===== config.mk =====
export PLATFORM = sky130hd
export DESIGN_NAME = sifhTop
export DESIGN_NICKNAME = d
export VERILOG_FILES = /design/src/common/axiLitePkg.sv /design/src/common/sifhPkg.sv /design/src/common/histRamIf.sv /design/src/hdl/sifhTop.sv /design/src/hdl/sifhRegs.sv /design/src/histogram/sifhFsm.sv /design/src/histogram/peakFinder.sv /design/src/histogram/histRam.sv
export SDC_FILE = /design/constraint.sdc
export NUM_CORES = 2
export LEC_CHECK = 0
export ABC_AREA = 1
export ABC_CLOCK_PERIOD_IN_PS = 14650
export BUFFER_PORTS_ARGS = -buffer_cell sky130_fd_sc_hd__buf_2
export CORE_ASPECT_RATIO = 0.6
export CORE_MARGIN = 3
export CORE_UTILIZATION = 63
export DETAILED_ROUTE_END_ITERATION = 10
export PLACE_DENSITY = 0.8
export SYNTH_ARGS = -nofsm -noshare
export SYNTH_HDL_FRONTEND = slang
export SYNTH_HIERARCHICAL = 1
export SYNTH_SLANG_ARGS = --single-unit

===== constraint.sdc =====
create_clock -name clk -period 14.65 [get_ports clk]
set_input_delay 2.1975 -clock clk [delete_from_list [all_inputs] [get_ports clk]]
set_output_delay 2.1975 -clock clk [all_outputs]
set_load 0.05 [all_outputs]

===== src/common/axiLitePkg.sv =====
package axiLitePkg;

    localparam int axiAddrBits = 8;               // 256 byte register window
    localparam int axiDataBits = 32;
    localparam int axiStrbBits = axiDataBits / 8; // one strobe per byte lane

    // BRESP and RRESP codes
    localparam logic [1:0] RESP_OKAY = 2'b00;
    localparam logic [1:0] RESP_SLVERR = 2'b10;   // unmapped or read-only target

endpackage


===== src/common/sifhPkg.sv =====
package sifhPkg;

    // time code and histogram geometry
    localparam int Np = 10;                    // time code width
    localparam int Nb = 6;                     // bin index, top Nb bits of the code
    localparam int PIXEL_NUM_PER_RAM = 4;
    localparam int pixBits = 2;                // log2 of PIXEL_NUM_PER_RAM
    localparam int addrBits = pixBits + Nb;    // {pixel, bin}
    localparam int histDepth = 1 << addrBits;  // 256 bins in one RAM

    localparam int peakMax = 8;                // count width
    typedef logic [peakMax-1:0] countT;
    localparam countT countMax = '1;           // saturation level, 255

    // one word of the result RAM
    typedef struct packed {
        logic [Nb-1:0] bin;
        countT count;
    } peakT;

    // register map, byte offsets
    localparam logic [7:0] CTRL_OFFSET = 8'h00;    // bit0 closes the frame
    localparam logic [7:0] STATUS_OFFSET = 8'h04;
    localparam logic [7:0] PEAK_BASE = 8'h10;      // one word per pixel from here

    // STATUS bit positions
    localparam int STATUS_SCAN_BUSY = 0;
    localparam int STATUS_PEAKS_VALID = 1;

    // PEAK word layout
    localparam int PEAK_BIN_LSB = 16;    // bin in 21:16
    localparam int PEAK_COUNT_LSB = 0;   // count in 7:0

endpackage

===== src/common/histRamIf.sv =====
// one write port and one read port of a simple dual-port RAM
interface histRamIf #(
    parameter int addrWidth = 8,
    parameter type wordT = logic [7:0]
);
    logic [addrWidth-1:0] waddr;   // write port
    logic [addrWidth-1:0] raddr;   // read port
    logic wEnable;
    logic rEnable;
    wordT wdata;
    wordT rdata;                   // valid one cycle after rEnable

    // controller side, both ports
    modport fsm (
        output waddr, raddr, wEnable, rEnable, wdata,
        input rdata
    );

    // controller side split in two, when writer and reader are different blocks
    modport fsmWr (output waddr, wEnable, wdata);
    modport fsmRd (output raddr, rEnable, input rdata);

    // memory side
    modport ram (
        input waddr, raddr, wEnable, rEnable, wdata,
        output rdata
    );

endinterface


===== src/hdl/sifhTop.sv =====
module sifhTop import sifhPkg::*, axiLitePkg::*; (
    input  logic clk,
    input  logic rstN,
    // sample stream
    input  logic sampleValid,
    input  logic [pixBits-1:0] samplePixel,
    input  logic [Np-1:0] sampleCode,
    output logic sampleReady,
    // AXI4-Lite slave
    input  logic [axiAddrBits-1:0] awaddr,
    input  logic awvalid,
    output logic awready,
    input  logic [axiDataBits-1:0] wdata,
    input  logic [axiStrbBits-1:0] wstrb,
    input  logic wvalid,
    output logic wready,
    output logic [1:0] bresp,
    output logic bvalid,
    input  logic bready,
    input  logic [axiAddrBits-1:0] araddr,
    input  logic arvalid,
    output logic arready,
    output logic [axiDataBits-1:0] rdata,
    output logic [1:0] rresp,
    output logic rvalid,
    input  logic rready
);

    logic closeFrame;
    logic scanBusy;
    logic scanDone;

    histRamIf #(.addrWidth(addrBits), .wordT(countT)) histIf ();   // counts, {pixel, bin}
    histRamIf #(.addrWidth(pixBits), .wordT(peakT)) peakIf ();     // one result per pixel

    sifhRegs sifhRegs (
        .clk(clk), .rstN(rstN),
        .awaddr(awaddr), .awvalid(awvalid), .awready(awready),
        .wdata(wdata), .wstrb(wstrb), .wvalid(wvalid), .wready(wready),
        .bresp(bresp), .bvalid(bvalid), .bready(bready),
        .araddr(araddr), .arvalid(arvalid), .arready(arready),
        .rdata(rdata), .rresp(rresp), .rvalid(rvalid), .rready(rready),
        .closeFrame(closeFrame), .scanBusy(scanBusy), .scanDone(scanDone),
        .peak(peakIf)      // read side
    );

    sifhFsm sifhFsm (
        .clk(clk), .rstN(rstN),
        .sampleValid(sampleValid), .samplePixel(samplePixel),
        .sampleCode(sampleCode), .sampleReady(sampleReady),
        .closeFrame(closeFrame), .scanBusy(scanBusy), .scanDone(scanDone),
        .hist(histIf),
        .peak(peakIf)      // write side, from the scan
    );

    histRam #(.wordT(countT), .depth(histDepth)) histRam (.clk(clk), .ram(histIf));
    histRam #(.wordT(peakT), .depth(PIXEL_NUM_PER_RAM)) peakRam (.clk(clk), .ram(peakIf));

endmodule


===== src/hdl/sifhRegs.sv =====
module sifhRegs import sifhPkg::*, axiLitePkg::*; (
    input  logic clk,
    input  logic rstN,
    input  logic [axiAddrBits-1:0] awaddr,
    input  logic awvalid,
    output logic awready,
    input  logic [axiDataBits-1:0] wdata,
    input  logic [axiStrbBits-1:0] wstrb,
    input  logic wvalid,
    output logic wready,
    output logic [1:0] bresp,
    output logic bvalid,
    input  logic bready,
    input  logic [axiAddrBits-1:0] araddr,
    input  logic arvalid,
    output logic arready,
    output logic [axiDataBits-1:0] rdata,
    output logic [1:0] rresp,
    output logic rvalid,
    input  logic rready,
    output logic closeFrame,
    input  logic scanBusy,
    input  logic scanDone,
    histRamIf.fsmRd peak
);

    typedef enum logic [1:0] {RD_ERR, RD_STATUS, RD_PEAK} rdKindT;

    logic awHeld;                      // address phase latched
    logic wHeld;                       // data phase latched
    logic [axiAddrBits-1:0] awAddrQ;
    logic [axiDataBits-1:0] wDataQ;
    logic [axiStrbBits-1:0] wStrbQ;
    logic doWrite;
    logic wrIsCtrl;

    logic rdAccept;
    logic rdIsStatus;
    logic rdIsPeak;
    rdKindT rdKind;
    logic [axiDataBits-1:0] statusWord;
    logic [axiDataBits-1:0] statusQ;
    peakT peakWord;
    logic peaksValid;

    // write side, one transaction at a time
    assign awready = !awHeld && !bvalid;
    assign wready = !wHeld && !bvalid;
    assign doWrite = awHeld && wHeld && !bvalid;
    assign wrIsCtrl = (awAddrQ == CTRL_OFFSET);
    // ignored while a scan runs, still answered with OKAY
    assign closeFrame = doWrite && wrIsCtrl && wStrbQ[0] && wDataQ[0] && !scanBusy;

    always_ff @(posedge clk or negedge rstN) begin
        if (!rstN) begin
            awHeld <= 1'b0;
            wHeld <= 1'b0;
            bvalid <= 1'b0;
            bresp <= RESP_OKAY;
        end else begin
            if (awvalid && awready) awHeld <= 1'b1;
            if (wvalid && wready) wHeld <= 1'b1;
            if (doWrite) begin
                awHeld <= 1'b0;
                wHeld <= 1'b0;
                bvalid <= 1'b1;                  // response one cycle after both held
                bresp <= wrIsCtrl ? RESP_OKAY : RESP_SLVERR;
            end else if (bvalid && bready) begin
                bvalid <= 1'b0;
            end
        end
    end

    always_ff @(posedge clk) begin
        if (awvalid && awready) awAddrQ <= awaddr;
        if (wvalid && wready) begin
            wDataQ <= wdata;
            wStrbQ <= wstrb;
        end
    end

    // Status flag, set by the scan and dropped when the next one is requested
    always_ff @(posedge clk or negedge rstN) begin
        if (!rstN) begin
            peaksValid <= 1'b0;
        end else if (closeFrame) begin
            peaksValid <= 1'b0;
        end else if (scanDone) begin
            peaksValid <= 1'b1;
        end
    end

    // read side decode
    assign arready = !rvalid;
    assign rdAccept = arvalid && arready;
    assign rdIsStatus = (araddr == STATUS_OFFSET);
    assign rdIsPeak = (araddr >= PEAK_BASE) &&
                      (araddr < PEAK_BASE + 8'(4 * PIXEL_NUM_PER_RAM)) &&
                      (araddr[1:0] == 2'b00);   // word aligned only

    assign peak.raddr = araddr[2 +: pixBits];   // one word per pixel
    assign peak.rEnable = rdAccept && rdIsPeak;

    always_comb begin
        statusWord = '0;
        statusWord[STATUS_SCAN_BUSY] = scanBusy;
        statusWord[STATUS_PEAKS_VALID] = peaksValid;
    end

    always_ff @(posedge clk or negedge rstN) begin
        if (!rstN) begin
            rvalid <= 1'b0;
            rresp <= RESP_OKAY;
            rdKind <= RD_ERR;
        end else if (rdAccept) begin
            rvalid <= 1'b1;
            rresp <= (rdIsStatus || rdIsPeak) ? RESP_OKAY : RESP_SLVERR;
            rdKind <= rdIsStatus ? RD_STATUS : (rdIsPeak ? RD_PEAK : RD_ERR);
        end else if (rvalid && rready) begin
            rvalid <= 1'b0;
        end
    end

    always_ff @(posedge clk) begin
        if (rdAccept) statusQ <= statusWord;   // snapshot, stable while rvalid waits
    end

    // result RAM word holds until the next peak read
    assign peakWord = peak.rdata;

    always_comb begin
        rdata = '0;
        case (rdKind)
            RD_STATUS: rdata = statusQ;
            RD_PEAK: begin
                rdata[PEAK_BIN_LSB +: Nb] = peakWord.bin;
                rdata[PEAK_COUNT_LSB +: peakMax] = peakWord.count;
            end
            default: rdata = '0;               // SLVERR carries zero
        endcase
    end

endmodule


===== src/histogram/sifhFsm.sv =====
module sifhFsm import sifhPkg::*; (
    input  logic clk,
    input  logic rstN,
    input  logic sampleValid,
    input  logic [pixBits-1:0] samplePixel,
    input  logic [Np-1:0] sampleCode,
    output logic sampleReady,
    input  logic closeFrame,     // one cycle pulse from the register block
    output logic scanBusy,
    output logic scanDone,       // one cycle pulse at the end of a frame scan
    histRamIf.fsm hist,
    histRamIf.fsmWr peak
);

    // INIT and CLEAR form the zeroing pass after reset
    typedef enum logic [2:0] {INIT, CLEAR, ACCUM, DRAIN, SCAN} modeT;

    modeT mode;

    logic accept;
    logic [addrBits-1:0] sampleAddr;
    logic s1Valid;                 // stage two holds a sample
    logic [addrBits-1:0] s1Addr;
    logic fwdHit;
    countT fwdData;
    countT curCount;
    countT incCount;

    logic scanMode;
    logic pfStart;
    logic pfBusy;
    logic pfDone;
    logic [addrBits-1:0] scanRaddr;
    logic [addrBits-1:0] scanWaddr;
    logic scanWen;

    assign sampleReady = (mode == ACCUM);
    assign accept = sampleValid && sampleReady;
    assign sampleAddr = {samplePixel, sampleCode[Np-1 -: Nb]};   // bin = code MSBs

    assign scanMode = (mode == INIT) || (mode == CLEAR) || (mode == SCAN);
    assign scanBusy = (mode == DRAIN) || (mode == SCAN);
    assign scanDone = pfDone && (mode == SCAN);   // the reset pass reports nothing
    assign pfStart = (mode == INIT) || ((mode == DRAIN) && !s1Valid);

    // stage two, count seen by the increment
    assign curCount = fwdHit ? fwdData : hist.rdata;   // RAM data stale on a repeat
    assign incCount = (curCount == countMax) ? curCount : curCount + 1'b1;

    // pipeline control
    always_ff @(posedge clk or negedge rstN) begin
        if (!rstN) begin
            s1Valid <= 1'b0;
            fwdHit <= 1'b0;
        end else begin
            s1Valid <= accept;
            // stage two writes the same bin that stage one reads now
            fwdHit <= accept && s1Valid && (s1Addr == sampleAddr);
        end
    end

    always_ff @(posedge clk) begin
        if (accept) begin
            s1Addr <= sampleAddr;
        end
        fwdData <= incCount;   // last written count, used only with fwdHit
    end

    // mode sequencing
    always_ff @(posedge clk or negedge rstN) begin
        if (!rstN) begin
            mode <= INIT;
        end else begin
            case (mode)
                INIT: mode <= CLEAR;                     // launches the zeroing pass
                CLEAR: if (pfDone) mode <= ACCUM;
                ACCUM: if (closeFrame) mode <= DRAIN;
                DRAIN: if (!s1Valid) mode <= SCAN;       // last write has gone out
                SCAN: if (pfDone) mode <= ACCUM;
                default: mode <= INIT;
            endcase
        end
    end

    // hist port owner follows the mode
    always_comb begin
        if (scanMode) begin
            hist.raddr = scanRaddr;
            hist.rEnable = pfBusy;
            hist.waddr = scanWaddr;
            hist.wEnable = scanWen;
            hist.wdata = '0;          // scan leaves every bin empty
        end else begin
            hist.raddr = sampleAddr;
            hist.rEnable = accept;    // read in the accept cycle
            hist.waddr = s1Addr;
            hist.wEnable = s1Valid;   // write one cycle later
            hist.wdata = incCount;
        end
    end

    peakFinder peakFinder (
        .clk(clk),
        .rstN(rstN),
        .start(pfStart),
        .writeResults(mode == SCAN),   // no results from the reset pass
        .busy(pfBusy),
        .done(pfDone),
        .scanRaddr(scanRaddr),
        .scanRdata(hist.rdata),
        .scanWaddr(scanWaddr),
        .scanWen(scanWen),
        .peak(peak)
    );

endmodule


===== src/histogram/peakFinder.sv =====
module peakFinder import sifhPkg::*; (
    input  logic clk,
    input  logic rstN,
    input  logic start,
    input  logic writeResults,
    output logic busy,
    output logic done,
    output logic [addrBits-1:0] scanRaddr,
    input  countT scanRdata,
    output logic [addrBits-1:0] scanWaddr,
    output logic scanWen,
    histRamIf.fsmWr peak
);

    logic running;                  // reads still being issued
    logic [addrBits-1:0] rdAddr;
    logic rdValid;                  // scanRdata belongs to rdAddrQ
    logic [addrBits-1:0] rdAddrQ;
    logic [Nb-1:0] binQ;
    logic lastBin;
    peakT best;                     // running maximum of the current pixel
    peakT nextBest;

    assign scanRaddr = rdAddr;
    assign busy = running || rdValid;
    assign binQ = rdAddrQ[Nb-1:0];
    assign lastBin = (binQ == '1);
    assign done = rdValid && (rdAddrQ == '1);   // last bin of the last pixel

    // address walk, one read per cycle
    always_ff @(posedge clk or negedge rstN) begin
        if (!rstN) begin
            running <= 1'b0;
            rdAddr <= '0;
            rdValid <= 1'b0;
            rdAddrQ <= '0;
        end else begin
            rdValid <= running;
            rdAddrQ <= rdAddr;
            if (start && !busy) begin
                running <= 1'b1;
                rdAddr <= '0;
            end else if (running) begin
                rdAddr <= rdAddr + 1'b1;
                if (rdAddr == '1) begin
                    running <= 1'b0;
                end
            end
        end
    end

    // strictly greater only, so a tie keeps the lower bin
    always_comb begin
        if ((binQ == '0) || (scanRdata > best.count)) begin
            nextBest.bin = binQ;          // bin 0 restarts the search
            nextBest.count = scanRdata;
        end else begin
            nextBest = best;
        end
    end

    always_ff @(posedge clk) begin
        if (rdValid) begin
            best <= nextBest;
        end
    end

    // clear each bin the cycle after it was read
    assign scanWaddr = rdAddrQ;
    assign scanWen = rdValid;

    // result write at each pixel's last bin
    assign peak.waddr = rdAddrQ[addrBits-1 -: pixBits];
    assign peak.wdata = nextBest;
    assign peak.wEnable = rdValid && lastBin && writeResults;

endmodule


===== src/histogram/histRam.sv =====
module histRam #(
    parameter type wordT = logic [7:0],
    parameter int depth = 256
) (
    input logic clk,
    histRamIf.ram ram
);

    // storage only, contents are cleared by a scan pass
    wordT mem [depth];

    // write port, lands at the clock edge
    always_ff @(posedge clk) begin
        if (ram.wEnable) begin
            mem[ram.waddr] <= ram.wdata;
        end
    end

    // read port, registered
    // same address as a concurrent write gives the old word
    always_ff @(posedge clk) begin
        if (ram.rEnable) begin
            ram.rdata <= mem[ram.raddr];   // holds while rEnable is low
        end
    end

endmodule


**Word-level counts from Yosys, hierarchy flattened**

Memories as Yosys holds them, arrays and structs flattened. A register that Yosys moved wholly into a read port is not among the register bits.
Cells that the tools add are included.

- Register bits after elaboration: 76
- Bits in writable memories: 2104
- Input port bits: 72
- Output and inout bits: 42
- Logic and storage cells: 133
- Memories: 2

Memories:

| memory | words | width | read ports | clocked after memory_dff | write ports | RTL line | source |
|---|---|---|---|---|---|---|---|
| histRam.mem | 256 | 8 | 1 | 1 | 1 | histRam.sv:10 | `wordT mem [depth];` |
| peakRam.mem | 4 | 14 | 1 | 1 | 1 | histRam.sv:10 |  |

- Add/sub/neg operators: 2
- $lt $le $gt $ge: 3
- Eq/ne operators: 15
- Multiplexer cells: 37
- Reductions and logical operators: 51

Operators with widths:

| kind | count |
|---|---|
| $mux 8 | 7 |
| $logic_and 1x1->1 | 25 |
| $eq 8x8->1 const B | 3 |
| $mux 1 | 19 |
| $add 8x1->8 const B | 2 |
| $pmux 8 s2 | 1 |
| $mux 14 | 1 |
| $pmux 3 s4 | 1 |
| $reduce_bool 2->1 | 6 |
| $mux 3 | 3 |
| $eq 8x3->1 const B | 1 |
| $eq 8x8->1 | 1 |
| $ge 8x5->1 const B | 1 |
| $gt 8x8->1 | 1 |
| $logic_not 8->1 | 1 |
| $lt 8x6->1 const B | 1 |
| $mux 2 | 4 |
| $logic_not 1->1 | 7 |
| $logic_or 1x1->1 | 7 |
| $eq 3x2->1 const B | 2 |
| $eq 6x6->1 const B | 1 |
| $logic_not 6->1 | 1 |
| $mux 6 | 1 |
| $ne 2x2->1 const B | 2 |
| 9 further kinds | 9 |

**Depth between registers and ports, before layout**

- Depth in word-level cells: 8
- Mapped depth: 19
- Mapped depth without buffers: 14

**Cells and area by module**

The synthesis kept the hierarchy.

By module, submodules not included:

| module | times used | cells each | area an instance (sq um) | sequential area each (sq um) |
|---|---|---|---|---|
| histRam at histRam | 1 | 7003 | 83476.3 | 61739.2 |
| histRam at peakRam | 1 | 240 | 2825.2 | 2102.0 |
| peakFinder | 1 | 172 | 1575.3 | 870.8 |
| sifhFsm | 1 | 205 | 1402.6 | 525.5 |
| sifhRegs | 1 | 142 | 1172.4 | 585.6 |

**Worst setup path after synthesis**

OpenSTA, ideal clock, no wires.

- Path type: flip-flop to flip-flop
- Start: reg sifhFsm.fwdHit
- End: mem histRam/mem[0][3] (netlist name), data pin
- Library setup time: 1.730 ns
- Arrival time: 8.575 ns
- Required time: 12.920 ns
- Setup slack: 4.346 ns
- Stages on the path, launching flop included: 6
- Path buffers: 0
- Clock period less this slack: 10.304 ns
- Path through: dfrtp_1 > inv_4 > nand2_2 > nand2_2 > nand4_1 > a31oi_1

RTL lines:

| item | RTL line | source |
|---|---|---|
| start, declared | sifhFsm.sv:24 | `logic fwdHit;` |
| start signal, assigned | sifhFsm.sv:58 | `fwdHit <= accept && s1Valid && (s1Addr == sampleAddr);` |
| end, declared | histRam.sv:10 |  |

**Worst setup path after layout**

- Start: in sampleCode[4]
- End: reg histRam.ram.rdata[4], read port of histRam.mem, data pin

- Longest elaborated chain between the ends: 1

RTL lines:

| item | RTL line | source |
|---|---|---|
| start, declared | sifhTop.sv:7 | `input logic [Np-1:0] sampleCode,` |
| $mux 8 | sifhFsm.sv:87 | `if (scanMode) begin` |
| via histIf.raddr[0] | histRamIf.sv:7 | `logic [addrWidth-1:0] raddr;` |
| end, declared | histRamIf.sv:26 | `output rdata` |

The timed path passes the listed nets, and every way through them passes these cells.
A chain may end at the register's enable or synchronous reset.

==> run_results.csv <==
group,metric,value,unit
floorplanning,dieWidth,495,um
critical_path,crit_top_cell,"nand3_1",
cts,ctsResizeCount,0,
floorplanning,fp.dieH,300,um
routing,drt_iter0_markers,10300,
sta,fin_setup_tns,0,ns
global_route,grt_overflow_total,0,
cts,clk_latency,0.81,ns
yosys,synth_seq_area_share,72.8,%
critical_path,path_cells,"buf_2 -> inv_1 -> o21ai_4 -> buf_4 -> buf_12 -> buf_4 -> buf_4 -> nand2_1 -> nand3_1 -> nand3_1 -> nand3_1 -> nand3_1 -> nand3_1 -> nand3_1 -> nand2_1 -> nand2_1 -> nand2_1",
cts,cts_buffer_depth,3,
routing,firstDrtPassIters,8,
sta,final-setup-viol-count,0,
yosys,postSynthAreaPerCell,11.7,um^2
yosys,yosysMostFrequentCell,"nand2_1",
sta,hold_viol_final,0,
cells_and_area,syn_to_final_growth,7.53,%
routing,routed_wl,232,mm
cts,clk_pin_slew_worst_paths,0.06,ns
cells_and_area,fin_cells,9645,
cts,cts_sinks,2200,
outcome,status,"finished clean",
placement,dp_slack,7.43,ns
pwr,p_int,9490,uW
critical_path,setup.worst_path.class,"primary input to register",
yosys,synth_common_cells,"nand2_1 (2,339), edfxtp_1 (2,160), nand3_1 (2,073)",
pwr,ir_drop,0.107,mV
routing,vias,61200,
yosys,yosys_most_used_dff,"edfxtp_1",
yosys,synth_top_area_share,71.7,%
pwr,power_frac_clock,41.3,%
cts,cts_made_buffers,181,
global_route,antenna_found_initial,9,
pwr,powerDensity,121,mW/mm^2
worst_hold_path,hold_path_class,"register to register",
routing,via_per_inst,6.35,
floorplanning,die-area,0.148,mm^2
sta,clock_skew,0.0229,ns
critical_path,worstPathArrival,7.33,ns
floorplanning,initial_utilization,63.6,%
yosys,synth.area.top_cells,"edfxtp_1 (72%), nand3_1 (11%), nand2_1 (9.7%)",
yosys,async_flop_share,1.45,%
critical_path,crit_buf_inv,6,
yosys,synth_edf_count,2160,
cts,cts-root-buf,"clkbuf_16",
critical_path,critPathCaptureType,"register",
floorplanning,io_pins,114,
yosys,yosysWarnings,6,
sta,hold-worst-slack,0.402,ns
yosys,ys_ff_latch,2200,
sta,max_slew.worst_pin.slew,1.34,ns
cts,post-cts-setup-buffer-count,0,
sta,min_period_over_period,45.4,%
critical_path,critical_path_peak_fanout,191,
yosys,synth_cell_types,41,
global_route,grt.total_usage,30.9,%
cells_and_area,layout-drive-gt1-share,5.83,%
cells_and_area,final_net_count,7668,
global_route,grt_max_degree,239,
sta,drv_slew,0,
routing,antenna_left,0,
placement,dp.final_hpwl,129,mm
yosys,synth_cells,7762,
global_route,grt_pass1_wl,347,mm
critical_path,slowest_delay,0.83,ns
critical_path,startpoint_type,"primary input",
yosys,synth_top_cell_by_area,"edfxtp_1",
yosys,netlist_area,0.0905,mm^2
pwr,p_seq_share,58.0,%
routing,drc_errors,0,
critical_path,cpMaxStageDelayCell,"buf_4",
floorplanning,fp.coreArea,0.142,mm^2
pwr,p_sw_share,19.3,%
critical_path,crit_required,15.33,ns
routing,wl_per_cell,24.1,um
sta,period_needed,6.66,ns
sta,layout_setup_ws,7.99,ns
placement,gp_congestion,0.906,
pwr,p_comb_share,0.7,%
sta,fmax,0.150,GHz
placement,placed_cells_incl_taps,9308,
sta,grt_setup_unrepaired,"false",
flow_run,maxCapViolCount,0,
global_route,grt_pass1_vias,57300,
cts,holdBufCountCts,0,
cts,cts_tree,"built",
pwr,switchingPower,2270,uW
critical_path,cp_top_family,"buffers and inverters",
floorplanning,core.rowCount,107,
sta,maxSlewHeadroom,10.9,%
cts,h-tree-depth,4,
pwr,p_leak,0.0328,uW
placement,port-buffer-count,55,
area by class of cell:
type / instances / area (um^2)
Sequential cell: 2200 / 65800
Inverter: 192 / 764
Antenna cell: 4 / 10.0
Timing Repair Buffer: 142 / 1030
Clock buffer: 223 / 4820
Tap cell: 1907 / 2390
Fill cell: 9496 / 44900
Multi-Input combinational cell: 4867 / 21400
Clock inverter: 110 / 1020
state kept, by name (all words and copies together), names as in the netlist, 2 cells and up:
name	flops
peakRam/ram.rdata	14
histRam/mem	2048
sifhRegs/statusQ	2
sifhFsm/s1Addr	8
sifhFsm/peakFinder/best	14
histRam/ram.rdata	8
sifhRegs/rdKind	2
sifhFsm/peakFinder/scanRaddr	8
sifhRegs/awAddrQ	8
sifhFsm/peakFinder/scanWaddr	8
peakRam/mem	56
sifhFsm/mode	3
sifhFsm/fwdData	8
placed cells by master (no fill, tap or decap), drive strengths merged:
cell type  Yosys  layout
conb           1      20
clkinv         0      80
nand4          4       4
ha            12      12
clkbuf       114     223
a21oi         13      13
o22ai          8       8
edfxtp      2160    2160
xnor2          1       1
bufinv         0      18
nor4           1       1
o211ai         1       1
and3           1       1
xor2           1       1
a22o           1       1
nor3           9       9
inv          192     202
dfxtp          8       8
a41oi          1       1
diode          0       4
buf          408     142
clkinvlp       0       2
or2            2       2
nand2       2350    2350
o21ai         34      34
dfrtp         32      32
nand3       2078    2078
a21o           1       1
a31oi          1       1
nor2         325     325
o31ai          1       1
and2           2       2
power groups by stage:
stage	Clock [uW]	Combinational (uW)	Sequential, uW
2_1_floorplan	0	56.1	6960
3_3_place_gp	0	76.2	6960
3_5_place_dp	0	78.8	6960
4_1_cts	4880	79.2	6820
5_1_grt	5130	85.6	6820
6_report	4860	79.5	6820
worst register-to-register path, delay by kind of cell, from the launching register on:
| family | cells | cell delay, ns |
|---|---|---|
| buffers and inverters | 5 | 3.76 |
| AOI/OAI and AO/OA | 2 | 0.23 |
| DFF | 1 | 0.45 |
| and+or+nand+nor | 11 | 1.80 |
logic make-up (layout without fill, tap and decap cells):
logic type               count (synthesis)  after routing  synth area share [%]
AO/OA/AOI/OAI                           61             61                 0.391
XOR/XNOR                                 2              2                0.0194
adder cells (fa/ha/maj)                 12             12                 0.166
buffers and inverters                  714            667                  3.84
flip-flops                            2200           2200                  72.8
other                                    1             24               0.00415
AND/OR/NAND/NOR                       4772           4772                  22.8
metal layers:
| layer | wire [um] | vias up | global-route usage (%) |
|---|---|---|---|
| met2 | 101000 | 4593 | 44.5 |
| li1 | - | 26800 | - |
| met4 | 7210 | 6 | 10.4 |
| met3 | 37300 | 515 | 10.4 |
| met1 | 86100 | 29300 | 44.8 |
| met5 | 38 | - | 0 |
metrics by stage:
| stage | power, uW | util, % | cell area (um^2) |
|---|---|---|---|
| final | 11800 | 68.4 | 97300 |
| after CTS | 11800 | 68.4 | 97300 |
| after floorplan | 7020 | - | 90500 |
| after global routing | 12000 | 68.4 | 97300 |
| after detailed placement | 7040 | 64.3 | 91400 |
| after global placement | 7030 | 64.3 | 91400 |
worst paths after layout:
path	start	cells after the start	endpoint	slack (ns)
worst min register to register	sifhFsm/peakFinder/scanRaddr[4]	0	sifhFsm/peakFinder/scanWaddr[4]	0.40
worst max register to register	sifhFsm/mode[2]	18	histRam/ram.rdata[4]	8.30
min in group asynchronous	rstN	1	sifhRegs/rdKind[0]	1.44
max in group asynchronous	rstN	1	sifhFsm/s1Valid	12.74
worst max-delay path	sampleCode[4]	17	histRam/ram.rdata[4]	7.99
worst min-delay path	sifhFsm/peakFinder/scanRaddr[4]	0	sifhFsm/peakFinder/scanWaddr[4]	0.40
Note: power is estimated with default switching activity, not from simulation.
